==> src/hdl/mips_pkg.sv <==
package mips_pkg;

	localparam int c_xlen = 32;
	localparam int c_reg_addr_w = 5;

	// primary opcodes, instr[31:26]
	typedef enum logic [5:0] {
		op_special = 6'h00,
		op_j       = 6'h02,
		op_jal     = 6'h03,
		op_beq     = 6'h04,
		op_bne     = 6'h05,
		op_addiu   = 6'h09,
		op_andi    = 6'h0c,
		op_ori     = 6'h0d,
		op_lui     = 6'h0f,
		op_lb      = 6'h20,
		op_lh      = 6'h21,
		op_lw      = 6'h23,
		op_sw      = 6'h2b
	} t_opcode;

	// function field of special opcode
	typedef enum logic [5:0] {
		fn_sll  = 6'h00,
		fn_jr   = 6'h08,
		fn_addu = 6'h21,
		fn_subu = 6'h23,
		fn_and  = 6'h24,
		fn_or   = 6'h25,
		fn_xor  = 6'h26,
		fn_slt  = 6'h2a
	} t_funct;

	typedef enum logic [3:0] {
		alu_add,
		alu_sub,
		alu_and,
		alu_or,
		alu_xor,
		alu_slt,
		alu_sll,
		alu_lui,
		alu_pass_b
	} t_alu_op;

	typedef enum logic [1:0] {
		ld_word,
		ld_half,
		ld_byte
	} t_load_kind;

endpackage

==> src/hdl/fetch.sv <==
`timescale 1ns/100ps

module fetch import mips_pkg::*; #(
	parameter logic [c_xlen-1:0] P_RESET_ADDR = 32'h0000_0000
) (
	input  logic              i_clk,
	input  logic              i_arst_n,
	input  logic              i_stall,
	input  logic              i_branch_taken,
	input  logic [c_xlen-1:0] i_branch_target,
	input  logic              i_jump,
	input  logic [c_xlen-1:0] i_jump_target,
	input  logic [c_xlen-1:0] i_instr,
	output logic [c_xlen-1:0] o_instr_addr,
	output logic [c_xlen-1:0] o_pc4,
	output logic [c_xlen-1:0] o_instr_d
);

	logic [c_xlen-1:0] pc;
	logic [c_xlen-1:0] pc_plus4;
	logic [c_xlen-1:0] pc_next;

	assign pc_plus4 = pc + 32'd4;
	assign o_instr_addr = pc;

	// decode already drops branch and jump while it stalls
	always_comb begin
		if (i_stall) begin
			pc_next = pc;
		end else if (i_jump) begin
			pc_next = i_jump_target;
		end else if (i_branch_taken) begin
			pc_next = i_branch_target;
		end else begin
			pc_next = pc_plus4;
		end
	end

	// instruction word 0 is sll r0,r0,0, so reset leaves a nop in decode
	always_ff @(posedge i_clk or negedge i_arst_n) begin
		if (!i_arst_n) begin
			pc <= P_RESET_ADDR;
			o_instr_d <= '0;
		end else if (!i_stall) begin
			pc <= pc_next;
			o_instr_d <= i_instr;
		end
	end

	always_ff @(posedge i_clk) begin
		if (!i_stall) begin
			o_pc4 <= pc_plus4;
		end
	end

	a_pc_aligned: assert property (@(posedge i_clk) disable iff (!i_arst_n)
		pc[1:0] == 2'b00);

endmodule

==> src/hdl/decode.sv <==
`timescale 1ns/100ps

module decode import mips_pkg::*; (
	input  logic                    i_clk,
	input  logic                    i_arst_n,
	input  logic [c_xlen-1:0]       i_instr,
	input  logic [c_xlen-1:0]       i_pc4,
	input  logic                    i_wb_we,
	input  logic [c_reg_addr_w-1:0] i_wb_dst,
	input  logic [c_xlen-1:0]       i_wb_data,
	input  logic [c_xlen-1:0]       i_m_alu_res,
	input  logic [c_reg_addr_w-1:0] i_m_dst,
	input  logic                    i_m_we,
	input  logic                    i_m_load,
	input  logic [c_reg_addr_w-1:0] i_e_dst,
	input  logic                    i_e_we,
	input  logic                    i_e_load,
	output logic                    o_stall,
	output logic                    o_branch_taken,
	output logic [c_xlen-1:0]       o_branch_target,
	output logic                    o_jump,
	output logic [c_xlen-1:0]       o_jump_target,
	output logic [c_xlen-1:0]       o_rs_data,
	output logic [c_xlen-1:0]       o_rt_data,
	output logic [c_reg_addr_w-1:0] o_rs,
	output logic [c_reg_addr_w-1:0] o_rt,
	output logic [c_reg_addr_w-1:0] o_rd,
	output logic [c_xlen-1:0]       o_imm,
	output logic [c_xlen-1:0]       o_pc4,
	output t_alu_op                 o_alu_op,
	output logic                    o_alu_src,
	output logic                    o_reg_dst,
	output logic                    o_link,
	output logic                    o_mem_read,
	output logic                    o_mem_write,
	output t_load_kind              o_load_kind,
	output logic                    o_mem_to_reg,
	output logic                    o_reg_we
);

	logic [c_xlen-1:0] rf [32];

	t_opcode opcode;
	t_funct funct;
	logic [c_reg_addr_w-1:0] rs;
	logic [c_reg_addr_w-1:0] rt;
	logic [c_reg_addr_w-1:0] rd;
	logic [c_xlen-1:0] imm_ext;
	logic [c_xlen-1:0] rs_rf;
	logic [c_xlen-1:0] rt_rf;
	logic [c_xlen-1:0] rs_val;
	logic [c_xlen-1:0] rt_val;

	t_alu_op alu_op;
	t_load_kind load_kind;
	logic alu_src;
	logic reg_dst;
	logic link;
	logic mem_read;
	logic mem_write;
	logic mem_to_reg;
	logic reg_we;
	logic is_beq;
	logic is_bne;
	logic is_jimm;
	logic is_jr;
	logic use_rs;
	logic use_rt;
	logic zero_ext;
	logic load_use;
	logic br_hazard;

	assign opcode = t_opcode'(i_instr[31:26]);
	assign funct = t_funct'(i_instr[5:0]);
	assign rs = i_instr[25:21];
	assign rt = i_instr[20:16];
	assign rd = i_instr[15:11];
	assign imm_ext = zero_ext ? {16'h0000, i_instr[15:0]} : {{16{i_instr[15]}}, i_instr[15:0]};

	always_comb begin
		alu_op = alu_add;
		alu_src = 1'b0;
		reg_dst = 1'b0;
		link = 1'b0;
		mem_read = 1'b0;
		mem_write = 1'b0;
		load_kind = ld_word;
		mem_to_reg = 1'b0;
		reg_we = 1'b0;
		is_beq = 1'b0;
		is_bne = 1'b0;
		is_jimm = 1'b0;
		is_jr = 1'b0;
		use_rs = 1'b0;
		use_rt = 1'b0;
		zero_ext = 1'b0;
		case (opcode)
			op_special: begin
				reg_dst = 1'b1;
				reg_we = 1'b1;
				use_rs = 1'b1;
				use_rt = 1'b1;
				case (funct)
					fn_addu: alu_op = alu_add;
					fn_subu: alu_op = alu_sub;
					fn_and:  alu_op = alu_and;
					fn_or:   alu_op = alu_or;
					fn_xor:  alu_op = alu_xor;
					fn_slt:  alu_op = alu_slt;
					fn_sll: begin
						alu_op = alu_sll;
						use_rs = 1'b0;
					end
					fn_jr: begin
						is_jr = 1'b1;
						reg_we = 1'b0;
						use_rt = 1'b0;
					end
					default: begin
						reg_we = 1'b0;
						use_rs = 1'b0;
						use_rt = 1'b0;
					end
				endcase
			end
			op_addiu, op_andi, op_ori, op_lui: begin
				alu_src = 1'b1;
				reg_we = 1'b1;
				use_rs = (opcode != op_lui);
				zero_ext = (opcode != op_addiu);
				alu_op = (opcode == op_addiu) ? alu_add :
				         (opcode == op_andi) ? alu_and :
				         (opcode == op_ori) ? alu_or : alu_lui;
			end
			op_lw, op_lh, op_lb: begin
				alu_src = 1'b1;
				mem_read = 1'b1;
				mem_to_reg = 1'b1;
				reg_we = 1'b1;
				use_rs = 1'b1;
				load_kind = (opcode == op_lw) ? ld_word :
				            (opcode == op_lh) ? ld_half : ld_byte;
			end
			op_sw: begin
				alu_src = 1'b1;
				mem_write = 1'b1;
				use_rs = 1'b1;
				use_rt = 1'b1;
			end
			op_beq, op_bne: begin
				is_beq = (opcode == op_beq);
				is_bne = (opcode == op_bne);
				use_rs = 1'b1;
				use_rt = 1'b1;
			end
			op_j: is_jimm = 1'b1;
			op_jal: begin
				is_jimm = 1'b1;
				link = 1'b1;
				alu_op = alu_pass_b;
				reg_we = 1'b1;
			end
			default: ;
		endcase
	end

	// register file, r0 hardwired, same-cycle write visible to read
	always_ff @(posedge i_clk) begin
		if (i_wb_we && i_wb_dst != '0) begin
			rf[i_wb_dst] <= i_wb_data;
		end
	end

	assign rs_rf = (rs == '0) ? '0 : (i_wb_we && i_wb_dst == rs) ? i_wb_data : rf[rs];
	assign rt_rf = (rt == '0) ? '0 : (i_wb_we && i_wb_dst == rt) ? i_wb_data : rf[rt];

	// branch operands take the memory-stage ALU result
	assign rs_val = (i_m_we && !i_m_load && i_m_dst != '0 && i_m_dst == rs) ? i_m_alu_res : rs_rf;
	assign rt_val = (i_m_we && !i_m_load && i_m_dst != '0 && i_m_dst == rt) ? i_m_alu_res : rt_rf;

	assign load_use = i_e_load && i_e_dst != '0 &&
		((use_rs && i_e_dst == rs) || (use_rt && i_e_dst == rt));

	// branch and jr compare here, so their sources must be settled one stage earlier
	assign br_hazard = (is_beq || is_bne || is_jr) && (
		(i_e_we && i_e_dst != '0 && (i_e_dst == rs || (use_rt && i_e_dst == rt))) ||
		(i_m_load && i_m_dst != '0 && (i_m_dst == rs || (use_rt && i_m_dst == rt))));

	assign o_stall = load_use || br_hazard;
	assign o_branch_taken = !o_stall && ((is_beq && rs_val == rt_val) || (is_bne && rs_val != rt_val));
	assign o_branch_target = i_pc4 + {imm_ext[29:0], 2'b00};
	assign o_jump = !o_stall && (is_jimm || is_jr);
	assign o_jump_target = is_jr ? rs_val : {i_pc4[31:28], i_instr[25:0], 2'b00};

	// bubble on stall
	always_ff @(posedge i_clk or negedge i_arst_n) begin
		if (!i_arst_n) begin
			o_alu_op <= alu_add;
			o_alu_src <= 1'b0;
			o_reg_dst <= 1'b0;
			o_link <= 1'b0;
			o_mem_read <= 1'b0;
			o_mem_write <= 1'b0;
			o_load_kind <= ld_word;
			o_mem_to_reg <= 1'b0;
			o_reg_we <= 1'b0;
		end else if (o_stall) begin
			o_alu_op <= alu_add;
			o_alu_src <= 1'b0;
			o_reg_dst <= 1'b0;
			o_link <= 1'b0;
			o_mem_read <= 1'b0;
			o_mem_write <= 1'b0;
			o_load_kind <= ld_word;
			o_mem_to_reg <= 1'b0;
			o_reg_we <= 1'b0;
		end else begin
			o_alu_op <= alu_op;
			o_alu_src <= alu_src;
			o_reg_dst <= reg_dst;
			o_link <= link;
			o_mem_read <= mem_read;
			o_mem_write <= mem_write;
			o_load_kind <= load_kind;
			o_mem_to_reg <= mem_to_reg;
			o_reg_we <= reg_we;
		end
	end

	always_ff @(posedge i_clk) begin
		o_rs_data <= rs_rf;
		o_rt_data <= rt_rf;
		o_rs <= rs;
		o_rt <= rt;
		o_rd <= rd;
		o_imm <= imm_ext;
		o_pc4 <= i_pc4;
	end

	// fetch keeps the same word in decode while stalled
	a_stall_holds: assert property (@(posedge i_clk) disable iff (!i_arst_n)
		o_stall |=> $stable(i_instr));

endmodule

==> src/hdl/execute.sv <==
`timescale 1ns/100ps

module execute import mips_pkg::*; (
	input  logic                    i_clk,
	input  logic                    i_arst_n,
	input  logic [c_xlen-1:0]       i_rs_data,
	input  logic [c_xlen-1:0]       i_rt_data,
	input  logic [c_reg_addr_w-1:0] i_rs,
	input  logic [c_reg_addr_w-1:0] i_rt,
	input  logic [c_reg_addr_w-1:0] i_rd,
	input  logic [c_xlen-1:0]       i_imm,
	input  logic [c_xlen-1:0]       i_pc4,
	input  t_alu_op                 i_alu_op,
	input  logic                    i_alu_src,
	input  logic                    i_reg_dst,
	input  logic                    i_link,
	input  logic                    i_mem_read,
	input  logic                    i_mem_write,
	input  t_load_kind              i_load_kind,
	input  logic                    i_mem_to_reg,
	input  logic                    i_reg_we,
	input  logic [c_xlen-1:0]       i_fm_data,
	input  logic [c_reg_addr_w-1:0] i_fm_dst,
	input  logic                    i_fm_we,
	input  logic [c_xlen-1:0]       i_fw_data,
	input  logic [c_reg_addr_w-1:0] i_fw_dst,
	input  logic                    i_fw_we,
	output logic [c_xlen-1:0]       o_alu_res,
	output logic [c_xlen-1:0]       o_store_data,
	output logic [c_reg_addr_w-1:0] o_dst,
	output logic                    o_mem_read,
	output logic                    o_mem_write,
	output t_load_kind              o_load_kind,
	output logic                    o_mem_to_reg,
	output logic                    o_reg_we
);

	logic [c_xlen-1:0] op_a;
	logic [c_xlen-1:0] rt_fwd;
	logic [c_xlen-1:0] op_b;
	logic [c_xlen-1:0] alu_res;
	logic [c_reg_addr_w-1:0] dst;

	// memory stage wins over writeback, r0 never forwarded
	function automatic logic [c_xlen-1:0] fwd(
		input logic [c_reg_addr_w-1:0] idx,
		input logic [c_xlen-1:0] rf_val,
		input logic [c_xlen-1:0] m_data,
		input logic [c_reg_addr_w-1:0] m_dst,
		input logic m_we,
		input logic [c_xlen-1:0] w_data,
		input logic [c_reg_addr_w-1:0] w_dst,
		input logic w_we
	);
		if (idx == '0) return '0;
		if (m_we && m_dst == idx) return m_data;
		if (w_we && w_dst == idx) return w_data;
		return rf_val;
	endfunction

	assign op_a = fwd(i_rs, i_rs_data, i_fm_data, i_fm_dst, i_fm_we, i_fw_data, i_fw_dst, i_fw_we);
	assign rt_fwd = fwd(i_rt, i_rt_data, i_fm_data, i_fm_dst, i_fm_we, i_fw_data, i_fw_dst, i_fw_we);

	// jal links pc+8, past the delay slot
	assign op_b = i_link ? i_pc4 + 32'd4 : i_alu_src ? i_imm : rt_fwd;

	always_comb begin
		case (i_alu_op)
			alu_add:    alu_res = op_a + op_b;
			alu_sub:    alu_res = op_a - op_b;
			alu_and:    alu_res = op_a & op_b;
			alu_or:     alu_res = op_a | op_b;
			alu_xor:    alu_res = op_a ^ op_b;
			alu_slt:    alu_res = {31'd0, $signed(op_a) < $signed(op_b)};
			alu_sll:    alu_res = op_b << i_imm[10:6];
			alu_lui:    alu_res = {op_b[15:0], 16'h0000};
			default:    alu_res = op_b;
		endcase
	end

	assign dst = i_link ? 5'd31 : i_reg_dst ? i_rd : i_rt;

	always_ff @(posedge i_clk or negedge i_arst_n) begin
		if (!i_arst_n) begin
			o_mem_read <= 1'b0;
			o_mem_write <= 1'b0;
			o_load_kind <= ld_word;
			o_mem_to_reg <= 1'b0;
			o_reg_we <= 1'b0;
		end else begin
			o_mem_read <= i_mem_read;
			o_mem_write <= i_mem_write;
			o_load_kind <= i_load_kind;
			o_mem_to_reg <= i_mem_to_reg;
			o_reg_we <= i_reg_we;
		end
	end

	always_ff @(posedge i_clk) begin
		o_alu_res <= alu_res;
		o_store_data <= rt_fwd;
		o_dst <= dst;
	end

	a_rd_wr_excl: assert property (@(posedge i_clk) disable iff (!i_arst_n)
		!(o_mem_read && o_mem_write));

endmodule

==> src/hdl/mem.sv <==
`timescale 1ns/100ps

module mem import mips_pkg::*; (
	input  logic                    i_clk,
	input  logic                    i_arst_n,
	input  logic [c_xlen-1:0]       i_alu_res,
	input  logic [c_xlen-1:0]       i_read_data,
	input  logic [c_reg_addr_w-1:0] i_dst,
	input  t_load_kind              i_load_kind,
	input  logic                    i_mem_to_reg,
	input  logic                    i_reg_we,
	output logic [c_xlen-1:0]       o_wb_data,
	output logic [c_reg_addr_w-1:0] o_wb_dst,
	output logic                    o_wb_we
);

	logic [7:0] byte_sel;
	logic [15:0] half_sel;
	logic [c_xlen-1:0] load_val;
	logic [c_xlen-1:0] load_q;
	logic [c_xlen-1:0] alu_q;
	logic mem_to_reg_q;

	// little endian lanes
	assign byte_sel = i_read_data[{i_alu_res[1:0], 3'b000} +: 8];
	assign half_sel = i_alu_res[1] ? i_read_data[31:16] : i_read_data[15:0];

	always_comb begin
		case (i_load_kind)
			ld_byte: load_val = {{24{byte_sel[7]}}, byte_sel};
			ld_half: load_val = {{16{half_sel[15]}}, half_sel};
			default: load_val = i_read_data;
		endcase
	end

	always_ff @(posedge i_clk or negedge i_arst_n) begin
		if (!i_arst_n) begin
			mem_to_reg_q <= 1'b0;
			o_wb_we <= 1'b0;
		end else begin
			mem_to_reg_q <= i_mem_to_reg;
			o_wb_we <= i_reg_we;
		end
	end

	always_ff @(posedge i_clk) begin
		load_q <= load_val;
		alu_q <= i_alu_res;
		o_wb_dst <= i_dst;
	end

	// writeback mux
	assign o_wb_data = mem_to_reg_q ? load_q : alu_q;

endmodule

==> src/hdl/core.sv <==
`timescale 1ns/100ps

module core import mips_pkg::*; #(
	parameter logic [c_xlen-1:0] P_RESET_ADDR = 32'h0000_0000
) (
	input  logic              i_clk,
	input  logic              i_arst_n,
	input  logic [c_xlen-1:0] i_instr,
	input  logic [c_xlen-1:0] i_read_data,
	output logic [c_xlen-1:0] o_instr_addr,
	output logic [c_xlen-1:0] o_data_addr,
	output logic [c_xlen-1:0] o_write_data,
	output logic              o_mem_write,
	output logic              o_mem_read
);

	// fetch to decode
	logic [c_xlen-1:0] f_instr;
	logic [c_xlen-1:0] f_pc4;
	logic stall;
	logic branch_taken;
	logic [c_xlen-1:0] branch_target;
	logic jump;
	logic [c_xlen-1:0] jump_target;

	// decode to execute
	logic [c_xlen-1:0] d_rs_data;
	logic [c_xlen-1:0] d_rt_data;
	logic [c_reg_addr_w-1:0] d_rs;
	logic [c_reg_addr_w-1:0] d_rt;
	logic [c_reg_addr_w-1:0] d_rd;
	logic [c_xlen-1:0] d_imm;
	logic [c_xlen-1:0] d_pc4;
	t_alu_op d_alu_op;
	logic d_alu_src;
	logic d_reg_dst;
	logic d_link;
	logic d_mem_read;
	logic d_mem_write;
	t_load_kind d_load_kind;
	logic d_mem_to_reg;
	logic d_reg_we;
	logic [c_reg_addr_w-1:0] d_dst;

	// execute to memory
	logic [c_reg_addr_w-1:0] e_dst;
	t_load_kind e_load_kind;
	logic e_mem_to_reg;
	logic e_reg_we;

	// writeback
	logic [c_xlen-1:0] wb_data;
	logic [c_reg_addr_w-1:0] wb_dst;
	logic wb_we;

	// destination of the instruction now in execute, for hazard checks in decode
	assign d_dst = d_link ? 5'd31 : d_reg_dst ? d_rd : d_rt;

	fetch #(
		.P_RESET_ADDR(P_RESET_ADDR)
	) u_fetch (
		.i_clk(i_clk),
		.i_arst_n(i_arst_n),
		.i_stall(stall),
		.i_branch_taken(branch_taken),
		.i_branch_target(branch_target),
		.i_jump(jump),
		.i_jump_target(jump_target),
		.i_instr(i_instr),
		.o_instr_addr(o_instr_addr),
		.o_pc4(f_pc4),
		.o_instr_d(f_instr)
	);

	decode u_decode (
		.i_clk(i_clk),
		.i_arst_n(i_arst_n),
		.i_instr(f_instr),
		.i_pc4(f_pc4),
		.i_wb_we(wb_we),
		.i_wb_dst(wb_dst),
		.i_wb_data(wb_data),
		.i_m_alu_res(o_data_addr),
		.i_m_dst(e_dst),
		.i_m_we(e_reg_we),
		.i_m_load(o_mem_read),
		.i_e_dst(d_dst),
		.i_e_we(d_reg_we),
		.i_e_load(d_mem_read),
		.o_stall(stall),
		.o_branch_taken(branch_taken),
		.o_branch_target(branch_target),
		.o_jump(jump),
		.o_jump_target(jump_target),
		.o_rs_data(d_rs_data),
		.o_rt_data(d_rt_data),
		.o_rs(d_rs),
		.o_rt(d_rt),
		.o_rd(d_rd),
		.o_imm(d_imm),
		.o_pc4(d_pc4),
		.o_alu_op(d_alu_op),
		.o_alu_src(d_alu_src),
		.o_reg_dst(d_reg_dst),
		.o_link(d_link),
		.o_mem_read(d_mem_read),
		.o_mem_write(d_mem_write),
		.o_load_kind(d_load_kind),
		.o_mem_to_reg(d_mem_to_reg),
		.o_reg_we(d_reg_we)
	);

	execute u_execute (
		.i_clk(i_clk),
		.i_arst_n(i_arst_n),
		.i_rs_data(d_rs_data),
		.i_rt_data(d_rt_data),
		.i_rs(d_rs),
		.i_rt(d_rt),
		.i_rd(d_rd),
		.i_imm(d_imm),
		.i_pc4(d_pc4),
		.i_alu_op(d_alu_op),
		.i_alu_src(d_alu_src),
		.i_reg_dst(d_reg_dst),
		.i_link(d_link),
		.i_mem_read(d_mem_read),
		.i_mem_write(d_mem_write),
		.i_load_kind(d_load_kind),
		.i_mem_to_reg(d_mem_to_reg),
		.i_reg_we(d_reg_we),
		.i_fm_data(o_data_addr),
		.i_fm_dst(e_dst),
		.i_fm_we(e_reg_we),
		.i_fw_data(wb_data),
		.i_fw_dst(wb_dst),
		.i_fw_we(wb_we),
		.o_alu_res(o_data_addr),
		.o_store_data(o_write_data),
		.o_dst(e_dst),
		.o_mem_read(o_mem_read),
		.o_mem_write(o_mem_write),
		.o_load_kind(e_load_kind),
		.o_mem_to_reg(e_mem_to_reg),
		.o_reg_we(e_reg_we)
	);

	mem u_mem (
		.i_clk(i_clk),
		.i_arst_n(i_arst_n),
		.i_alu_res(o_data_addr),
		.i_read_data(i_read_data),
		.i_dst(e_dst),
		.i_load_kind(e_load_kind),
		.i_mem_to_reg(e_mem_to_reg),
		.i_reg_we(e_reg_we),
		.o_wb_data(wb_data),
		.o_wb_dst(wb_dst),
		.o_wb_we(wb_we)
	);

endmodule

==> config.mk <==
export PLATFORM = sky130hd
export DESIGN_NAME = core
export DESIGN_NICKNAME = d
export VERILOG_FILES = /design/src/hdl/mips_pkg.sv /design/src/hdl/fetch.sv /design/src/hdl/decode.sv /design/src/hdl/execute.sv /design/src/hdl/mem.sv /design/src/hdl/core.sv
export SDC_FILE = /design/constraint.sdc
export NUM_CORES = 2
export LEC_CHECK = 0
export ABC_AREA = 1
export BUFFER_PORTS_ARGS = -buffer_cell sky130_fd_sc_hd__buf_4
export CAP_MARGIN = 20
export CORE_ASPECT_RATIO = 1.4
export CORE_MARGIN = 2
export CORE_UTILIZATION = 45
export CTS_CLUSTER_DIAMETER = 80
export CTS_CLUSTER_SIZE = 14
export DETAILED_ROUTE_END_ITERATION = 8
export PLACE_DENSITY = 0.58
export SETUP_SLACK_MARGIN = 0.02
export SYNTH_ARGS = -nofsm -noshare
export SYNTH_HDL_FRONTEND = slang
export SYNTH_HIERARCHICAL = 1
export SYNTH_SLANG_ARGS = --single-unit
==> constraint.sdc <==
create_clock -name i_clk -period 4.9 [get_ports i_clk]
set_input_delay 0.49 -clock i_clk [delete_from_list [all_inputs] [get_ports i_clk]]
set_output_delay 0.49 -clock i_clk [all_outputs]
set_load 0.01 [all_outputs]
==> impl_metrics.csv <==
group,metric,value,unit
routing,drt_first_pass_iters,7,
timing,finalWorstPathRequiredPeriod,4750,ps
synth,synth_compound_gate_area_share,9.99,%
routing,post_drt_wl_per_cell,28.0,microns
timing,fmax,210,MHz
timing,finalWorstSetupSlack,146,ps
timing,final_min_period_over_clock_period,97.0,%
global_routing,grt_max_degree,106,
min_path,hold_path.startpoint,"i_read_data[9]",
routing,count_of_antenna_violating_nets_left_after_detailed_routing,0,
timing,final-setup-viol-count,0,
die,x_dimension_of_the_die,363,microns
worst_setup_path,critical_path.max_fanout,48,
power,power.density_cell_area,387,nW/um^2
placed_design,half_perimeter_wire_length_after_detailed_placement,245000,microns
worst_setup_path,setup.worst_path.start_class,"register",
worst_setup_path,timing.critical_path.required,5550,ps
timing,timing_hold_violations_final,0,
worst_setup_path,crit_path_end_kind,"register",
timing,finalMaxSlewViolations,0,
power,static-leakage-power,40.4,nW
finish,largest_reg_flops,1024,
clock_tree,total_number_of_h_tree_levels,3,
synth,post_synth_fa_ha_maj_area_fraction,2.11,%
timing,timing.max_slew.rel_slack,21.7,%
placed_design,numPlacedInstances,12878,
clock_tree,clk_transition_reported_paths,70,ps
synth,most_used_dff_post_synth,"sky130_fd_sc_hd__edfxtp_1",
synth,ys_warn_count,6,
finish,final_design_area_excluding_fillers,92500,sq um
synth,mappedNetlistArea,81200,sq um
timing,tightest_slew,1170,ps
min_path,hold_end,"u_mem/load_q[9]$_DFF_P_",
global_routing,grt_antenna_before_repair,16,
synth,synth_seq_area_share,48.1,%
finish,areaGrowthSynthToFinish,13.9,%
placed_design,dp_slack,-173,ps
die,io_pins,164,
finish,postLayoutCoreUtil,51.6,%
min_path,worst_hold_path.num_cells,3,
routing,drt_iter0_drc,10031,
timing,finalClockSkew,31.3,ps
finish,post_layout_nonfiller_instances,13116,
worst_setup_path,regToRegStartpoint,"u_fetch/o_instr_d[21]$_DFFE_PN0N_",
placed_design,placedInstanceArea,88300,sq um
synth,area_share_of_xor_xnor_cells_in_the_synthesized_design,0.971,%
finish,largest-register,"u_decode/rf",
synth,count_of_flip_flops_with_a_built_in_enable_after_synthesis,1056,
die,chipHeight,507,microns
clock_tree,cts-buffers-inserted,112,
die,std_cell_rows,184,
synth,ys_ff_latch,1402,
synth,post-synth-top-area-cell,"sky130_fd_sc_hd__edfxtp_1",
worst_setup_path,r2r_setup_slack,150,ps
finish,design.final.nets,10942,
placed_design,gp_congestion,1.03,
routing,detail_route.drc_violations,0,
synth,yosysTopAreaCellShare,39.1,%
finish,share_of_final_layout_standard_cells_stronger_than_drive_strength_1,11.0,%
clock_tree,clock_tree_from_tritoncts,"yes",
synth,largest_family_of_logic_cells_by_synthesized_area,"simple AND/OR/NAND/NOR gates",
routing,post_drt_via_cell_ratio,5.93,
global_routing,global_route.overflow_total,0,
clock_tree,clk_root_buffer_cell,"sky130_fd_sc_hd__clkbuf_16",
worst_setup_path,worst_r2r_endpoint,"u_fetch/o_instr_addr[13]$_DFFE_PN0N_",
clock_tree,worstSkewPairLatency,800,ps
placed_design,buffer_ports.inserted,163,
die,floorplan.initialDensity,45.3,%
worst_setup_path,depth_of_the_most_critical_reg_to_reg_path,27,
clock_tree,cts.path.max_buffers,3,
worst_setup_path,setup.worst_path.class,"register to register",
power,worst_ir_drop_vdd,329,uV
min_path,hold_path_class,"primary input to register",
job,maxCapViolations,0,
finish,multi_input_area,35600,sq um
global_routing,track_usage,38.8,%
die,die-area,184000,sq um
timing,grt_setup_unrepaired,"false",
routing,detailroute.via_count,77798,
run_status,run_status,"completed",
synth,syn-instance-count,10397,
global_routing,first_global_vias,73662,
timing,final.hold.worst_slack,40.1,ps
synth,most_area_consuming_cells_after_synthesis,"sky130_fd_sc_hd__edfxtp_1, sky130_fd_sc_hd__nand2_1, sky130_fd_sc_hd__nand3_1",
global_routing,wire_length_of_the_first_global_routing_pass,517000,microns
finish,area.sequential,39100,sq um
die,core_region_area,179000,sq um
worst_setup_path,critical_path_arrival,5400,ps
routing,wirelength,367000,microns
synth,syn_avg_cell_area,7.81,sq um
synth,async_flop_share,5.99,%
synth,synth.distinct_cells,64,
synth,yosys.area_share.simple,29.2,%
synth,post_synth_mux_area_share,0.874,%
clock_tree,cts.sinks,1402,
finish,filler_cell_count,17038,
[power by group]
group          switching (mW)  leakage, nW  total, mW  internal, mW
clock network            4.52         1.52       8.81          4.29
logic                    7.41         26.0       10.8          3.41
registers                1.28         12.8       16.2          14.9
total                    13.2         40.4       35.8          22.6
[logic make-up after synthesis]
group | Yosys count
AND/OR/NAND/NOR | 5654
buffers and inverters | 1702
flip-flops | 1402
AO/OA/AOI/OAI | 1356
adder cells (fa/ha/maj) | 135
XOR/XNOR | 84
multiplexers | 63
other | 1
[worst max-delay path, cell delays in order (launching register included)]
cell	delay, ps
sky130_fd_sc_hd__dfrtp_4	610
sky130_fd_sc_hd__inv_16	220
sky130_fd_sc_hd__buf_12	280
sky130_fd_sc_hd__buf_4	220
sky130_fd_sc_hd__nand2_1	60
sky130_fd_sc_hd__nand3_1	60
sky130_fd_sc_hd__nand3_1	100
sky130_fd_sc_hd__nand3_1	240
sky130_fd_sc_hd__nand2_1	90
sky130_fd_sc_hd__nand2_1	210
sky130_fd_sc_hd__nand2_1	180
sky130_fd_sc_hd__nand2_1	120
sky130_fd_sc_hd__nand2_1	60
sky130_fd_sc_hd__nand2_1	210
sky130_fd_sc_hd__nand2_1	90
sky130_fd_sc_hd__nand2_1	140
sky130_fd_sc_hd__nand3_1	90
sky130_fd_sc_hd__nor2_1	100
sky130_fd_sc_hd__nand2_1	150
sky130_fd_sc_hd__nor2_2	250
sky130_fd_sc_hd__nand3_1	100
sky130_fd_sc_hd__nand2_1	60
sky130_fd_sc_hd__nor2_1	50
sky130_fd_sc_hd__nand2_1	60
sky130_fd_sc_hd__inv_1	90
sky130_fd_sc_hd__buf_12	180
sky130_fd_sc_hd__a221oi_1	360
sky130_fd_sc_hd__a21oi_1	120
[cells in the mapped netlist, drive strengths merged, types with 36 or more instances]
cell type  number
nor3           46
o21ai         474
ha            132
nand3        1473
xor2           62
nand4          36
edfxtp       1056
inv          1046
buf           484
dfxtp         262
nor2          930
or2            56
clkbuf        165
nand2        3078
a21oi         370
dfrtp          84
mux2           63
o211ai        343
[layer usage]
metal	up-vias	GRT usage, %	routed length, microns	share of wire (%)
met2	4504	63.7	171000	47
li1	35088	-	-	-
met1	36998	45.3	131000	36
met4	14	30.3	34000	9.3
met5	-	0	100	0.027
met3	1194	6.16	31100	8.5
[how the worst max path moves through the flow]
stage               slack [ps]  depth (start not counted)                         startpoint                              endpoint
finish                     150                         27  u_fetch/o_instr_d[21]$_DFFE_PN0N_  u_fetch/o_instr_addr[13]$_DFFE_PN0N_
global placement          -210                         22          u_mem/o_wb_dst[4]$_DFF_P_       u_execute/o_alu_res[18]$_DFF_P_
global route                10                         30      u_execute/o_dst[0]$_SDFF_PP1_       u_execute/o_alu_res[16]$_DFF_P_
floorplan                  890                         29          u_mem/o_wb_dst[2]$_DFF_P_       u_execute/o_alu_res[22]$_DFF_P_
CTS                         20                         27  u_fetch/o_instr_d[21]$_DFFE_PN0N_  u_fetch/o_instr_addr[25]$_DFFE_PN0N_
detailed placement        -170                         24          u_mem/o_wb_dst[4]$_DFF_P_       u_execute/o_alu_res[29]$_DFF_P_
[repair_timing]
action / in CTS / in global routing
gates cloned: 0 / 4
setup endpoints to repair: 16 / 51
hold buffers: 58 / 0
setup buffers: 2 / 10
pin swaps: 1 / 4
hold endpoints to repair: 108 / 0
gates resized for setup: 3 / 52
[cell usage in the layout (no fill, tap or decap), drive strengths merged, types with 9 or more instances in the layout]
cell type    netlist  layout
nand2           3078    3078
nand3           1473    1473
edfxtp          1056    1056
inv             1046    1051
nor2             930     930
buf              484     786
o21ai            474     474
a21oi            370     370
o211ai           343     343
dfxtp            262     262
clkbuf           165     150
ha               132     132
dfrtp             84      84
mux2              63      63
xor2              62      62
dlygate4sd3        0      58
or2               56      56
nor3              46      46
nand4             36      36
conb               1      32
a221oi            32      32
a21boi            23      23
xnor2             22      22
o22ai             16      16
a211oi            15      15
o2111ai           15      15
a31oi             13      13
and2              12      12
clkinv             7      10
diode              0       9
o21bai             9       9
nand3b             9       9
[area by class of cell]
cell class	instances	area share, %
Tap cell	2325	3.15
Sequential cell	1402	42.3
Clock inverter	9	0.162
Clock buffer	146	3.23
Antenna cell	9	0.0244
Inverter	1053	4.34
Multi-Input combinational cell	7324	38.4
Timing Repair Buffer	848	8.38
[per-stage QoR]
stage / power [mW] / TNS, ps
2_1_floorplan: 21.0 / 0
3_3_place_gp: 26.8 / -1060
3_5_place_dp: 26.8 / -1030
4_1_cts: 35.6 / 0
5_1_grt: 37.0 / 0
6_report: 35.8 / 0
(Power assumes the default switching activity.)
